## config.mk

```make
export PLATFORM = sky130hd
export DESIGN_NAME = glue_top
export DESIGN_NICKNAME = d
export VERILOG_FILES = /design/src/verilog/glue_pkg.sv /design/src/verilog/reset_ctrl.sv /design/src/verilog/bus_decoder.sv /design/src/verilog/bus_cycle.sv /design/src/verilog/read_mux.sv /design/src/verilog/system_regs.sv /design/src/verilog/glue_top.sv
export SDC_FILE = /design/constraint.sdc
export NUM_CORES = 1
export LEC_CHECK = 0
export BUFFER_PORTS_ARGS = -buffer_cell sky130_fd_sc_hd__clkbuf_2
export CORE_UTILIZATION = 51
export DETAILED_ROUTE_END_ITERATION = 12
export PLACE_DENSITY = 0.87
export SETUP_SLACK_MARGIN = 0.02
export SYNTH_ARGS = -nofsm -noshare
export SYNTH_HDL_FRONTEND = slang
export SYNTH_SLANG_ARGS = --single-unit
```

## constraint.sdc

```tcl
create_clock -name clk -period 4.9 [get_ports clk]
set_clock_uncertainty 0.15 [all_clocks]
set_input_delay 0.735 -clock clk [delete_from_list [all_inputs] [get_ports clk]]
set_output_delay 0.735 -clock clk [all_outputs]
set_load 0.1 [all_outputs]
```

## src/verilog/glue_pkg.sv

```systemverilog
// glue package: memory map, wait counts, region and cycle-state enums, bus structs
package glue_pkg;

	// ----------------------------------------------------------------------
	// memory map, cpu byte addresses
	// ----------------------------------------------------------------------
	localparam logic [23:0] CHIP_BASE   = 24'h00_0000;	// chip ram, size from config
	localparam logic [23:0] SLOW_BASE   = 24'hC0_0000;	// 512k slow ram
	localparam logic [23:0] ROM_BASE    = 24'hF8_0000;	// 512k kickstart
	localparam logic [23:0] CIA_A_BASE  = 24'hBF_E000;	// 4k window
	localparam logic [23:0] SYSREG_BASE = 24'hDF_F000;	// 16 bytes
	localparam logic [23:0] RTC_BASE    = 24'hDC_0000;	// 64 bytes

	// where slow ram and rom live inside the sram
	localparam logic [23:0] SLOW_RAM_BANK = 24'h20_0000;
	localparam logic [23:0] ROM_RAM_BANK  = 24'h38_0000;

	// extra wait cycles per region
	localparam int WAIT_RAM = 2;
	localparam int WAIT_CIA = 8;
	localparam int WAIT_REG = 0;

	localparam int RESET_FRAMES = 4;	// sof pulses after last reset source
	localparam int LED_CNT_W    = 6;	// led dimming counter width

	// ----------------------------------------------------------------------
	// enums
	// ----------------------------------------------------------------------
	typedef enum logic [2:0] {
		REGION_CHIP,
		REGION_SLOW,
		REGION_ROM,
		REGION_CIA_A,
		REGION_SYSREG,
		REGION_RTC,
		REGION_NONE
	} region_e;

	typedef enum logic [2:0] {
		ST_IDLE,
		ST_DECODE,
		ST_WAIT,
		ST_ACK,
		ST_RELEASE
	} cycle_state_e;

	// ----------------------------------------------------------------------
	// bus structs
	// ----------------------------------------------------------------------
	typedef struct packed {
		logic        as;	// address strobe, active high
		logic        we;	// write cycle
		logic        uds;	// upper byte
		logic        lds;	// lower byte
		logic [22:0] addr;	// word address
		logic [15:0] wdata;
	} cpu_req_t;

	typedef struct packed {
		logic        rd;
		logic        hwr;
		logic        lwr;
		logic [22:0] addr;	// sram word address
		logic [15:0] wdata;
	} ram_req_t;

	typedef struct packed {
		region_e     region;
		logic [22:0] ram_addr;
		logic        wr_protect;
	} decode_t;

endpackage

```

## src/verilog/reset_ctrl.sv

```systemverilog
// reset sequencer: holds system reset over frame starts, two-flop cpu reset
`timescale 1ns/1ps

module reset_ctrl (
	input  logic clk,
	input  logic reset,
	input  logic rst_ext,
	input  logic usr_reset,
	input  logic sof,
	output logic sys_reset,
	output logic cpu_reset
);
	import glue_pkg::*;

	localparam int CNT_W = $clog2(RESET_FRAMES + 1);

	logic [CNT_W-1:0] frame_cnt;	// frames still to wait
	logic             src;
	logic             cpu_rst_r;	// first sync stage

	assign src = reset || rst_ext || usr_reset;

	always_ff @(posedge clk) begin
		if (src) begin
			frame_cnt <= CNT_W'(RESET_FRAMES);
			sys_reset <= 1'b1;
		end else begin
			if (sof && frame_cnt != '0) frame_cnt <= frame_cnt - 1'b1;
			sys_reset <= frame_cnt != '0;
		end
	end

	// cpu reset trails sys_reset by two clocks
	always_ff @(posedge clk) begin
		if (reset) begin
			cpu_rst_r <= 1'b1;
			cpu_reset <= 1'b1;
		end else begin
			cpu_rst_r <= sys_reset;
			cpu_reset <= cpu_rst_r;
		end
	end

endmodule

```

## src/verilog/bus_decoder.sv

```systemverilog
// address decoder: cpu address to region and sram address, plus kickstart overlay
`timescale 1ns/1ps

module bus_decoder (
	input  logic               clk,
	input  logic               sys_reset,
	input  logic               cpu_reset,
	input  glue_pkg::cpu_req_t req,
	input  logic [2:0]         memory_config,
	input  logic               wr_done,
	output glue_pkg::decode_t  dec
);
	import glue_pkg::*;

	logic [23:0] byte_addr;
	logic        hit_chip;
	logic        hit_slow;
	logic        hit_rom;
	logic        hit_cia_a;
	logic        hit_sysreg;
	logic        hit_rtc;
	logic        ovl;	// kickstart overlay

	assign byte_addr = {req.addr, 1'b0};

	// chip size in 512k units is code+1
	assign hit_chip   = byte_addr[23:19] <= {3'b000, memory_config[1:0]};
	assign hit_slow   = memory_config[2] && (byte_addr[23:19] == SLOW_BASE[23:19]);
	assign hit_rom    = byte_addr[23:19] == ROM_BASE[23:19];
	assign hit_cia_a  = byte_addr[23:12] == CIA_A_BASE[23:12];
	assign hit_sysreg = byte_addr[23:4] == SYSREG_BASE[23:4];
	assign hit_rtc    = byte_addr[23:6] == RTC_BASE[23:6];

	always_comb begin
		dec.region     = REGION_NONE;
		dec.ram_addr   = req.addr;	// chip ram maps 1:1
		dec.wr_protect = 1'b0;
		if (ovl && !req.we && byte_addr[23:19] == CHIP_BASE[23:19]) begin
			// overlay reads of low 512k come from rom
			dec.region     = REGION_ROM;
			dec.ram_addr   = ROM_RAM_BANK[23:1] | {5'd0, req.addr[17:0]};
			dec.wr_protect = 1'b1;
		end else if (hit_chip) begin
			dec.region = REGION_CHIP;
		end else if (hit_slow) begin
			dec.region   = REGION_SLOW;
			dec.ram_addr = SLOW_RAM_BANK[23:1] | {5'd0, req.addr[17:0]};
		end else if (hit_rom) begin
			dec.region     = REGION_ROM;
			dec.ram_addr   = ROM_RAM_BANK[23:1] | {5'd0, req.addr[17:0]};
			dec.wr_protect = 1'b1;	// kickstart is read only
		end else if (hit_cia_a) begin
			dec.region = REGION_CIA_A;
		end else if (hit_sysreg) begin
			dec.region = REGION_SYSREG;
		end else if (hit_rtc) begin
			dec.region = REGION_RTC;
		end
	end

	// overlay set by cpu reset, cleared by any write to cia-a
	always_ff @(posedge clk) begin
		if (sys_reset || cpu_reset) begin
			ovl <= 1'b1;
		end else if (wr_done && hit_cia_a) begin
			ovl <= 1'b0;
		end
	end

endmodule

```

## src/verilog/bus_cycle.sv

```systemverilog
// cpu cycle FSM: decode, region wait states, sram strobes and dtack pulse
`timescale 1ns/1ps

module bus_cycle (
	input  logic                   clk,
	input  logic                   sys_reset,
	input  glue_pkg::cpu_req_t     req,
	input  glue_pkg::decode_t      dec,
	output glue_pkg::ram_req_t     ram,
	output glue_pkg::cycle_state_e state,
	output glue_pkg::region_e      sel_region,
	output logic                   wr_done,
	output logic                   dtack
);
	import glue_pkg::*;

	decode_t     dec_q;	// decode result held for the cycle
	logic [3:0]  wait_cnt;
	logic [3:0]  wait_len;
	logic        mem_cycle;
	logic        in_wait;

	assign sel_region = dec_q.region;

	// wait count of the freshly decoded region
	always_comb begin
		case (dec.region)
			REGION_CHIP, REGION_SLOW, REGION_ROM: wait_len = 4'(WAIT_RAM);
			REGION_CIA_A:                         wait_len = 4'(WAIT_CIA);
			default:                              wait_len = 4'(WAIT_REG);
		endcase
	end

	//----------------------------------------------------------------------
	// state machine
	//----------------------------------------------------------------------
	always_ff @(posedge clk) begin
		if (sys_reset) begin
			state   <= ST_IDLE;
			dtack   <= 1'b0;
			wr_done <= 1'b0;
		end else begin
			dtack   <= state == ST_ACK;	// one clock pulse
			wr_done <= state == ST_ACK && req.we;
			case (state)
				ST_IDLE:    if (req.as) state <= ST_DECODE;
				ST_DECODE:  state <= ST_WAIT;
				ST_WAIT:    if (wait_cnt == 4'd0) state <= ST_ACK;
				ST_ACK:     state <= ST_RELEASE;
				ST_RELEASE: if (!req.as) state <= ST_IDLE;	// wait for as to drop
				default:    state <= ST_IDLE;
			endcase
		end
	end

	// payload, no reset
	always_ff @(posedge clk) begin
		if (state == ST_DECODE) begin
			dec_q    <= dec;
			wait_cnt <= wait_len;
		end else if (state == ST_WAIT && wait_cnt != 4'd0) begin
			wait_cnt <= wait_cnt - 4'd1;
		end
	end

	//----------------------------------------------------------------------
	// sram port
	//----------------------------------------------------------------------
	assign in_wait   = state == ST_WAIT;
	assign mem_cycle = dec_q.region == REGION_CHIP || dec_q.region == REGION_SLOW ||
			dec_q.region == REGION_ROM;

	assign ram.rd    = in_wait && mem_cycle && !req.we;
	assign ram.hwr   = in_wait && mem_cycle && req.we && req.uds && !dec_q.wr_protect;
	assign ram.lwr   = in_wait && mem_cycle && req.we && req.lds && !dec_q.wr_protect;
	assign ram.addr  = dec_q.ram_addr;
	assign ram.wdata = req.wdata;

endmodule

```

## src/verilog/read_mux.sv

```systemverilog
// read data mux: region-gated sources ORed together, registered for the cpu
`timescale 1ns/1ps

module read_mux (
	input  logic                   clk,
	input  logic                   sys_reset,
	input  glue_pkg::cycle_state_e state,
	input  glue_pkg::region_e      sel_region,
	input  logic [22:0]            addr,
	input  logic [15:0]            ram_rdata,
	input  logic [15:0]            reg_rdata,
	input  logic [63:0]            rtc,
	output logic [15:0]            rdata
);
	import glue_pkg::*;

	logic [15:0] ram_out;
	logic [15:0] reg_out;
	logic [15:0] rtc_out;
	logic        sel_mem;

	assign sel_mem = sel_region == REGION_CHIP || sel_region == REGION_SLOW ||
			sel_region == REGION_ROM;

	assign ram_out = sel_mem ? ram_rdata : 16'h0000;
	assign reg_out = (sel_region == REGION_SYSREG || sel_region == REGION_CIA_A) ?
			reg_rdata : 16'h0000;
	// nibble picked by byte address bits 5:2
	assign rtc_out = (sel_region == REGION_RTC) ?
			{12'h000, rtc[{addr[4:1], 2'b00} +: 4]} : 16'h0000;

	// last wait cycle wins, so the value seen on ack entry is the final sample
	always_ff @(posedge clk) begin
		if (sys_reset) begin
			rdata <= 16'h0000;
		end else if (state == ST_WAIT) begin
			rdata <= ram_out | reg_out | rtc_out;	// unmapped reads as zero
		end
	end

endmodule

```

## src/verilog/system_regs.sv

```systemverilog
// system registers: memory config, ntsc request, user reset, cia-a port and led dimmer
`timescale 1ns/1ps

module system_regs (
	input  logic              clk,
	input  logic              sys_reset,
	input  glue_pkg::region_e sel_region,
	input  logic [22:0]       addr,
	input  logic [15:0]       wdata,
	input  logic              wr_done,
	output logic [15:0]       reg_rdata,
	output logic [2:0]        memory_config,
	output logic              usr_reset,
	output logic              ntsc,
	output logic              pwr_led
);
	import glue_pkg::*;

	logic                 ntsc_req;
	logic [7:0]           porta;	// cia-a port register, bit 1 is led
	logic [LED_CNT_W-1:0] led_cnt;
	logic                 warm = 1'b0;	// user reset in progress, keeps config
	logic                 sys_reset_d = 1'b0;
	logic                 wr_reg;
	logic                 wr_cia;

	assign wr_reg = wr_done && sel_region == REGION_SYSREG;
	assign wr_cia = wr_done && sel_region == REGION_CIA_A;

	// warm flag survives the user reset it triggered
	always_ff @(posedge clk) begin
		sys_reset_d <= sys_reset;
		if (usr_reset) begin
			warm <= 1'b1;
		end else if (sys_reset_d && !sys_reset) begin
			warm <= 1'b0;
		end
	end

	//----------------------------------------------------------------------
	// register writes
	//----------------------------------------------------------------------
	always_ff @(posedge clk) begin
		if (sys_reset && !warm) begin
			memory_config <= 3'd0;
			ntsc_req      <= 1'b0;
		end else if (wr_reg && addr[2:0] == 3'd0) begin
			memory_config <= wdata[2:0];
			ntsc_req      <= wdata[8];
		end
	end

	always_ff @(posedge clk) begin
		if (sys_reset) begin
			porta     <= 8'h00;
			usr_reset <= 1'b0;
		end else begin
			usr_reset <= wr_reg && addr[2:0] == 3'd1 && wdata[0];	// single pulse
			if (wr_cia) porta <= wdata[7:0];
		end
	end

	// video standard only switches while in reset
	always_ff @(posedge clk) begin
		if (sys_reset) ntsc <= ntsc_req;
	end

	always_comb begin
		reg_rdata = 16'h0000;
		if (sel_region == REGION_CIA_A) begin
			reg_rdata = {8'h00, porta};
		end else if (sel_region == REGION_SYSREG && addr[2:0] == 3'd0) begin
			reg_rdata = {7'd0, ntsc_req, 5'd0, memory_config};
		end
	end

	//----------------------------------------------------------------------
	// power led, dimmed to 4/64 when port bit set
	//----------------------------------------------------------------------
	always_ff @(posedge clk) begin
		if (sys_reset) led_cnt <= '0;
		else           led_cnt <= led_cnt + 1'b1;
	end

	assign pwr_led = !porta[1] || led_cnt[5:2] == 4'd0;

endmodule

```

## src/verilog/glue_top.sv

```systemverilog
// glue top: wires reset sequencer, decoder, cycle FSM, read mux and system registers
`timescale 1ns/1ps

module glue_top (
	input  logic               clk,
	input  logic               reset,
	input  glue_pkg::cpu_req_t cpu,
	output logic [15:0]        cpu_rdata,
	output logic               dtack,
	output glue_pkg::ram_req_t ram,
	input  logic [15:0]        ram_rdata,
	input  logic               rst_ext,
	input  logic               sof,
	input  logic [63:0]        rtc,
	output logic [2:0]         memcfg,
	output logic               ntsc,
	output logic               pwr_led,
	output logic               cpu_reset,
	output logic               rst_out
);
	import glue_pkg::*;

	logic         sys_reset;
	logic         usr_reset;
	logic         wr_done;	// acknowledged write
	decode_t      dec;
	cycle_state_e state;
	region_e      sel_region;	// region latched for the running cycle
	logic [15:0]  reg_rdata;

	assign rst_out = sys_reset;

	reset_ctrl i_reset_ctrl (
		.clk       (clk),
		.reset     (reset),
		.rst_ext   (rst_ext),
		.usr_reset (usr_reset),
		.sof       (sof),
		.sys_reset (sys_reset),
		.cpu_reset (cpu_reset)
	);

	bus_decoder i_bus_decoder (
		.clk           (clk),
		.sys_reset     (sys_reset),
		.cpu_reset     (cpu_reset),
		.req           (cpu),
		.memory_config (memcfg),
		.wr_done       (wr_done),
		.dec           (dec)
	);

	bus_cycle i_bus_cycle (
		.clk        (clk),
		.sys_reset  (sys_reset),
		.req        (cpu),
		.dec        (dec),
		.ram        (ram),
		.state      (state),
		.sel_region (sel_region),
		.wr_done    (wr_done),
		.dtack      (dtack)
	);

	read_mux i_read_mux (
		.clk        (clk),
		.sys_reset  (sys_reset),
		.state      (state),
		.sel_region (sel_region),
		.addr       (cpu.addr),
		.ram_rdata  (ram_rdata),
		.reg_rdata  (reg_rdata),
		.rtc        (rtc),
		.rdata      (cpu_rdata)
	);

	system_regs i_system_regs (
		.clk           (clk),
		.sys_reset     (sys_reset),
		.sel_region    (sel_region),
		.addr          (cpu.addr),
		.wdata         (cpu.wdata),
		.wr_done       (wr_done),
		.reg_rdata     (reg_rdata),
		.memory_config (memcfg),
		.usr_reset     (usr_reset),
		.ntsc          (ntsc),
		.pwr_led       (pwr_led)
	);

endmodule

```

==> reports/results.tsv, run 1 <==
stage	metric	value	unit
finish	fin_cells	627	
timing	drv_slew	0	
route	route.vias.total	3418	
logic_synthesis	async_flop_share	0	
die	die_w	91.7	um
worst_setup_path	critical-path-top-delay-family	simple AND/OR/NAND/NOR gates	
worst_setup_path	critical_path_class	reg -> out	
die	die_h	91.7	um
timing	max_freq	287	MHz
route	wl_met3	655	um
route	wl_met1	4.02	mm
timing	tightest_slew	1.06	ns
worst_setup_path	r2r_cells	3	
route	drt.antenna.violating_nets	0	
die	dieArea	8410	sq um
timing	finalSetupViolCount	0	
timing	fin_setup_tns	0	ns
clock_network	cts_buffers	9	
clock_network	cts_resized	0	
clock_network	clkTransAtPathRegs	0.07	ns
global_routing	grt_overflow	0	
finish	nNetsFinal	653	
clock_network	cts_sinks	81	
placed_design	gp_congestion	0.859	
route	drtPass1Iterations	6	
pwr	leakage	2.09	nW
pwr	cellPowerDensity	278	nW/um^2
logic_synthesis	yosysSeqAreaShare	0.473	
worst_setup_path	crit_cells	4	
logic_synthesis	ys.flop_type	dfxtp_1	
clock_network	clockRootBuffer	clkbuf_8	
global_routing	first_global_vias	3312	
logic_synthesis	ys_ff_latch	81	
route	wl_met2	4.92	mm
worst_setup_path	critPathSlowestCell	nor3b_1	
pwr	vdd_drop_max	0.153	mV
global_routing	grt_first_pass_wirelength	15.4	mm
die	initial_core_util	0.528	
worst_setup_path	endpoint_kind	output port	
hold_path	hold_depth	1	
placed_design	dpl.cell_count	611	
worst_setup_path	worstPathCellList	nor3b_1, and3_1, and4b_1, clkbuf_2	
clock_network	hold_buffers	0	
worst_setup_path	critPathBufInv	1	
clock_network	htree_levels	3	
route	drt_iter0_drc	188	
logic_synthesis	synth.avg_cell_area	10.7	sq um
finish	drive_above_1_share	0.427	
finish	syn2layout_area_growth	21.0	%
worst_setup_path	crit_arrival	2.60	ns
clock_network	cts_tree	done	
clock_network	cts_setup_buffers	0	
run	drv_cap	0	
timing	finalHoldViolations	0	
finish	n_antenna_cell	0	
placed_design	io_buffers	178	
global_routing	grt.total_usage	0.235	
worst_setup_path	critPathMaxFanout	11	
global_routing	grt_max_degree	42	
timing	min_period_over_period	0.711	
timing	worst_slack	1.41	ns
die	pin_count	193	
timing	min_period	3.49	ns
logic_synthesis	synth_area_leaders	dfxtp_1 24%, edfxtp_1 23%, buf_4 7.5%	
placed_design	hpwlAfterDp	7.75	mm
logic_synthesis	synth-edff-count	32	
hold_path	hp-class	reg -> reg	
route	drt-vias-per-instance	5.45	
logic_synthesis	synth_warnings	0	
route	wl	9.84	mm
die	rows	32	
worst_setup_path	crit_required	4.01	ns
logic_synthesis	yosys.area.top_type	dfxtp_1	
timing	rsz0062_at_grt	no	
clock_network	cts_max_path_buffers	2	
route	post_drt_wl_per_cell	15.7	um
worst_setup_path	slowest_delay	0.60	ns
placed_design	pre_cts_ws	1.77	ns
route	maxUsedRoutingLayer	met4	
route	drcViolationCount	0	
run_status	outcome	finished clean	
global_routing	antenna_found_initial	0	
logic_synthesis	synth_top_cell_area_share	0.239	
logic_synthesis	synth_nets	517	
worst_setup_path	cp-start-kind	flop	
timing	maxSlewHeadroom	0.296	
logic_synthesis	syn-cell-area	4100	sq um
logic_synthesis	synthDistinctLibCells	53	
logic_synthesis	syn_inst	384	
clock_network	clock_latency	0.35	ns
die	core	7770	sq um
[per-layer routing]
metal	track usage	vias to the layer above
li1	-	1645
met1	0.285	1598
met2	0.407	150
met3	0.0431	25
met4	0.102	0
met5	0	-
[cells in the mapped netlist (3+ instances only)]
cell type  instances
a21oi_1           15
a221oi_1           3
a22oi_1           16
a311oi_1           4
and4b_1            3
buf_4             41
clkbuf_1          10
dfxtp_1           49
edfxtp_1          32
ha_1               6
inv_1              8
mux2_2            12
mux2i_1           21
mux4_2             8
nand2_1           33
nand2b_1           5
nand3_1            9
nand4_1            8
nor2_1            35
nor2b_1            7
nor3_1             5
nor4_1             4
o21ai_0            3
or2_2              3
or3b_2             3
xnor2_1            5
[registers in the layout, indices dropped and copies added (netlist names), 3 cells and up]
| signal | cells |
|---|---|
| i_bus_cycle.state | 3 |
| i_system_regs.led_cnt | 6 |
| i_system_regs.memory_config | 3 |
| i_read_mux.rdata | 16 |
| i_bus_cycle.ram | 23 |
| i_system_regs.porta | 8 |
| i_bus_cycle.sel_region | 3 |
| i_bus_cycle.wait_cnt | 4 |
| i_reset_ctrl.frame_cnt | 3 |
[final timing paths]
kind / start / endpoint / slack, ns
worst max-delay path: i_bus_cycle.state[1] / ram[39] / 1.41
worst min register to register: i_reset_ctrl.cpu_rst_r / i_reset_ctrl.cpu_reset / 0.27
worst min-delay path: i_reset_ctrl.cpu_rst_r / i_reset_ctrl.cpu_reset / 0.27
worst max register to register: i_bus_cycle.state[0] / i_bus_cycle.wait_cnt[2] / 2.62
[cell families after synthesis]
family          share of synthesized area
fa+ha+maj                          0.0183
xor+xnor                           0.0149
mux                                 0.128
compound gates                     0.0933
buf+inv                            0.0966
flops                               0.473
simple gates                        0.176
[placed cells by master, fill, tap and decap left out, types with 4 or more instances in the layout]
master    count
clkbuf_2    178
dfxtp_1      49
nor2_1       35
nand2_1      33
edfxtp_1     32
mux2i_1      21
a22oi_1      16
a21oi_1      15
mux2_2       12
nand3_1       9
clkbuf_8      9
inv_1         8
nand4_1       8
mux4_2        8
nor2b_1       7
ha_1          6
nand2b_1      5
nor3_1        5
xnor2_1       5
nor4_1        4
a311oi_1      4
[stage by stage]
stage | hold slack (ns) | utilization | cell area [sq um] | power, mW
floorplan | 0.239 | - | 4100 | 0.853
detailed placement | 0.253 | 0.613 | 4760 | 0.889
CTS | 0.274 | 0.639 | 4970 | 1.39
global placement | 0.247 | 0.613 | 4760 | 0.884
global route | 0.291 | 0.639 | 4970 | 1.43
finish | 0.271 | 0.639 | 4970 | 1.38
[worst reg2reg max path, cell delays in order, from the launching register on]
cell and delay [ns]:
dfxtp_1 0.40, or3b_2 0.54, inv_1 0.80, nor2_1 0.11
[report_power, final]
| part | switching [mW] | leakage (nW) | internal, mW |
|---|---|---|---|
| clock | 0.222 | 0.102 | 0.285 |
| combinational | 0.0986 | 1.30 | 0.0715 |
| sequential | 0.00181 | 0.688 | 0.702 |
[final cells by class]
| class | count | area (sq um) |
|---|---|---|
| clock buffer | 12 | 135 |
| tap | 102 | 128 |
| sequential | 81 | 1940 |
| inverter | 8 | 30.0 |
| clock inverter | 4 | 68.8 |
| fill | 661 | 2800 |
| timing repair buffer | 179 | 898 |
| multi-input combinational | 241 | 1770 |
Note: power is estimated with default switching activity, not from simulation.
==> run 2: changes to the inputs <==
--- a/config.mk
+++ b/config.mk
@@ -5,10 +5,11 @@
 export SDC_FILE = /design/constraint.sdc
 export NUM_CORES = 1
 export LEC_CHECK = 0
+export ABC_AREA = 1
 export BUFFER_PORTS_ARGS = -buffer_cell sky130_fd_sc_hd__clkbuf_2
-export CORE_UTILIZATION = 51
+export CORE_UTILIZATION = 43
 export DETAILED_ROUTE_END_ITERATION = 12
-export PLACE_DENSITY = 0.87
+export PLACE_DENSITY = 0.76
 export SETUP_SLACK_MARGIN = 0.02
 export SYNTH_ARGS = -nofsm -noshare
 export SYNTH_HDL_FRONTEND = slang
==> constraint.sdc (replaced) <==
create_clock -name clk -period 3 [get_ports clk]
set_clock_uncertainty 0.15 [all_clocks]
set_input_delay 0.45 -clock clk [delete_from_list [all_inputs] [get_ports clk]]
set_output_delay 0.45 -clock clk [all_outputs]
set_load 0.1 [all_outputs]
==> reports/results.tsv, run 2 <==
stage	metric	value	unit
logic_synthesis	ys.flop_type	dfxtp_1	
global_routing	grt_first_pass_wirelength	18.0	mm
worst_setup_path	crit_arrival	2.06	ns
clock_network	clockRootBuffer	clkbuf_8	
route	drtPass1Iterations	5	
worst_setup_path	critPathSlowestCell	edfxtp_1	
clock_network	htree_levels	3	
clock_network	cts_resized	0	
hold_path	hp-class	in -> reg	
worst_setup_path	critPathMaxFanout	13	
worst_setup_path	worst_path_most_repeated_cell	nand2_1	
finish	multi_input_area	1720	sq um
global_routing	first_global_vias	4067	
route	post_drt_wl_per_cell	12.4	um
global_routing	antenna_found_initial	0	
logic_synthesis	yosys.area.top_type	dfxtp_1	
logic_synthesis	synth.avg_cell_area	7.38	sq um
finish	stdcell_area	5330	sq um
pwr	cellPowerDensity	411	nW/um^2
clock_network	cts_setup_buffers	0	
route	drcViolationCount	0	
die	initial_core_util	0.449	
global_routing	grt_max_degree	36	
worst_setup_path	cp-start-kind	flop	
pwr	finalPower	2.19	mW
finish	largest_reg_flops	23	
placed_design	pre_cts_ws	0.689	ns
logic_synthesis	synth_common_cells	162 x nand2_1, 98 x inv_1, 68 x nand3_1	
die	core	9910	sq um
timing	rsz0062_at_grt	no	
timing	drv_slew	0	
finish	n_antenna_cell	0	
worst_setup_path	critical-path-top-delay-family	buffers and inverters	
run	drv_cap	0	
timing	finalHoldViolations	0	
pwr	vdd_drop_max	0.295	mV
die	die_h	104	um
logic_synthesis	synth_top_cell_area_share	0.220	
worst_setup_path	r2r-start	i_bus_cycle.state[2]	
clock_network	cts_buffers	9	
placed_design	hpwlAfterDp	8.84	mm
finish	nNetsFinal	872	
route	route.vias.total	4254	
clock_network	cts_sinks	81	
finish	drive_above_1_share	0.292	
logic_synthesis	synth.most_common_cell	nand2_1	
placed_design	gp_congestion	0.864	
logic_synthesis	ys_ff_latch	81	
timing	tightest_slew	0.579	ns
die	dieArea	10800	sq um
global_routing	grt.total_usage	0.207	
logic_synthesis	synth-edff-count	32	
logic_synthesis	async_flop_share	0	
finish	register_area	1940	sq um
finish	syn2layout_area_growth	19.8	%
worst_setup_path	cp-startpoint	i_bus_cycle.sel_region[2]	
route	drt_iter0_drc	218	
run_status	outcome	finished clean	
timing	worst_hold_slack	0.150	ns
timing	maxSlewHeadroom	0.616	
hold_path	min-delay-start	cpu[22]	
logic_synthesis	synth_warnings	0	
die	rows	36	
logic_synthesis	syn-cell-area	4450	sq um
timing	max_freq	375	MHz
worst_setup_path	crit_required	2.40	ns
timing	worst_slack	0.337	ns
timing	finalSetupViolCount	0	
placed_design	dpl.cell_count	861	
logic_synthesis	yosysSeqAreaShare	0.436	
clock_network	hold_buffers	0	
logic_synthesis	syn_inst	603	
die	pin_count	193	
die	die_w	104	um
finish	final_common_cell	clkbuf_2	
worst_setup_path	endpoint_kind	output port	
global_routing	grt_overflow	0	
route	drt.antenna.violating_nets	0	
worst_setup_path	critical_path_class	reg -> out	
timing	fin_setup_tns	0	ns
clock_network	clock_latency	0.34	ns
worst_setup_path	slowest_delay	0.51	ns
logic_synthesis	synth_area_leaders	dfxtp_1 22%, edfxtp_1 22%, nand2_1 14%	
clock_network	cts_max_path_buffers	2	
clock_network	clkTransAtPathRegs	0.08	ns
pwr	leakage	2.74	nW
finish	mostFrequentLayoutCells	180 x clkbuf_2, 162 x nand2_1, 98 x inv_1	
route	drt-vias-per-instance	4.85	
route	wl	10.9	mm
finish	final_util	0.538	
finish	fillers	994	
clock_network	cts_tree	done	
placed_design	placed_area	5150	sq um
timing	min_period_over_period	0.888	
worst_setup_path	critPathBufInv	2	
placed_design	io_buffers	178	
logic_synthesis	synth_nets	736	
timing	min_period	2.66	ns
worst_setup_path	worstPathCellList	a21oi_2, nand2_1, inv_2, nand2_1, nor2_1, clkbuf_2	
finish	fin_cells	877	
logic_synthesis	synthDistinctLibCells	38	
[run 2: cell count changes after synthesis, sizes merged, moves of 7 or more]
cell,before,now
inv,8,102
mux2,12,0
nand2,33,164
nor2b,7,0
a21oi,15,28
nand3,9,68
buf,44,53
o21ai,3,11
mux4,8,0
mux2i,21,0
a22oi,16,7
nor3,6,13
[run 2: cells by family after synthesis]
family,share of synthesized area
DFF,0.436
and+or+nand+nor,0.289
buffers and inverters,0.178
xor gates and xnor gates,0.00394
AOI/OAI and AO/OA,0.0753
adders and majority gates,0.0169
[run 2: worst reg2reg max path: cells and delay by family (launching register included)]
family	cells	cell delay, ns
buffers and inverters	3	0.77
AOI/OAI and AO/OA	2	0.17
and+or+nand+nor	2	0.28
DFF	1	0.34
[run 2: cell type report]
class,instances,share of cell area
Clock buffer,13,0.0303
Tap cell,133,0.0312
Multi-Input combinational cell,360,0.323
Inverter,104,0.0734
Clock inverter,3,0.00399
Timing Repair Buffer,183,0.174
Sequential cell,81,0.364
[run 2: layer usage]
metal | up-vias | global-route usage | part of all wire
li1 | 2149 | - | -
met1 | 1932 | 0.247 | 0.42
met2 | 149 | 0.356 | 0.49
met3 | 24 | 0.0466 | 0.060
met4 | 0 | 0.0918 | 0.030
met5 | - | 0 | 0
[run 2: final timing paths]
kind,depth (start not counted),slack (ns),endpoint
max,6,0.34,ram[40]
min,1,0.15,i_bus_cycle.ram[22]
max reg2reg,7,1.03,i_bus_cycle.wait_cnt[3]
min reg2reg,1,0.27,i_reset_ctrl.cpu_reset
[run 2: where the power goes]
group          internal, mW  leakage [nW]  total (mW)  switching [mW]
Clock                 0.357         0.101       0.733           0.375
Sequential             1.15         0.685        1.15         0.00344
Combinational         0.111          1.95       0.309           0.198
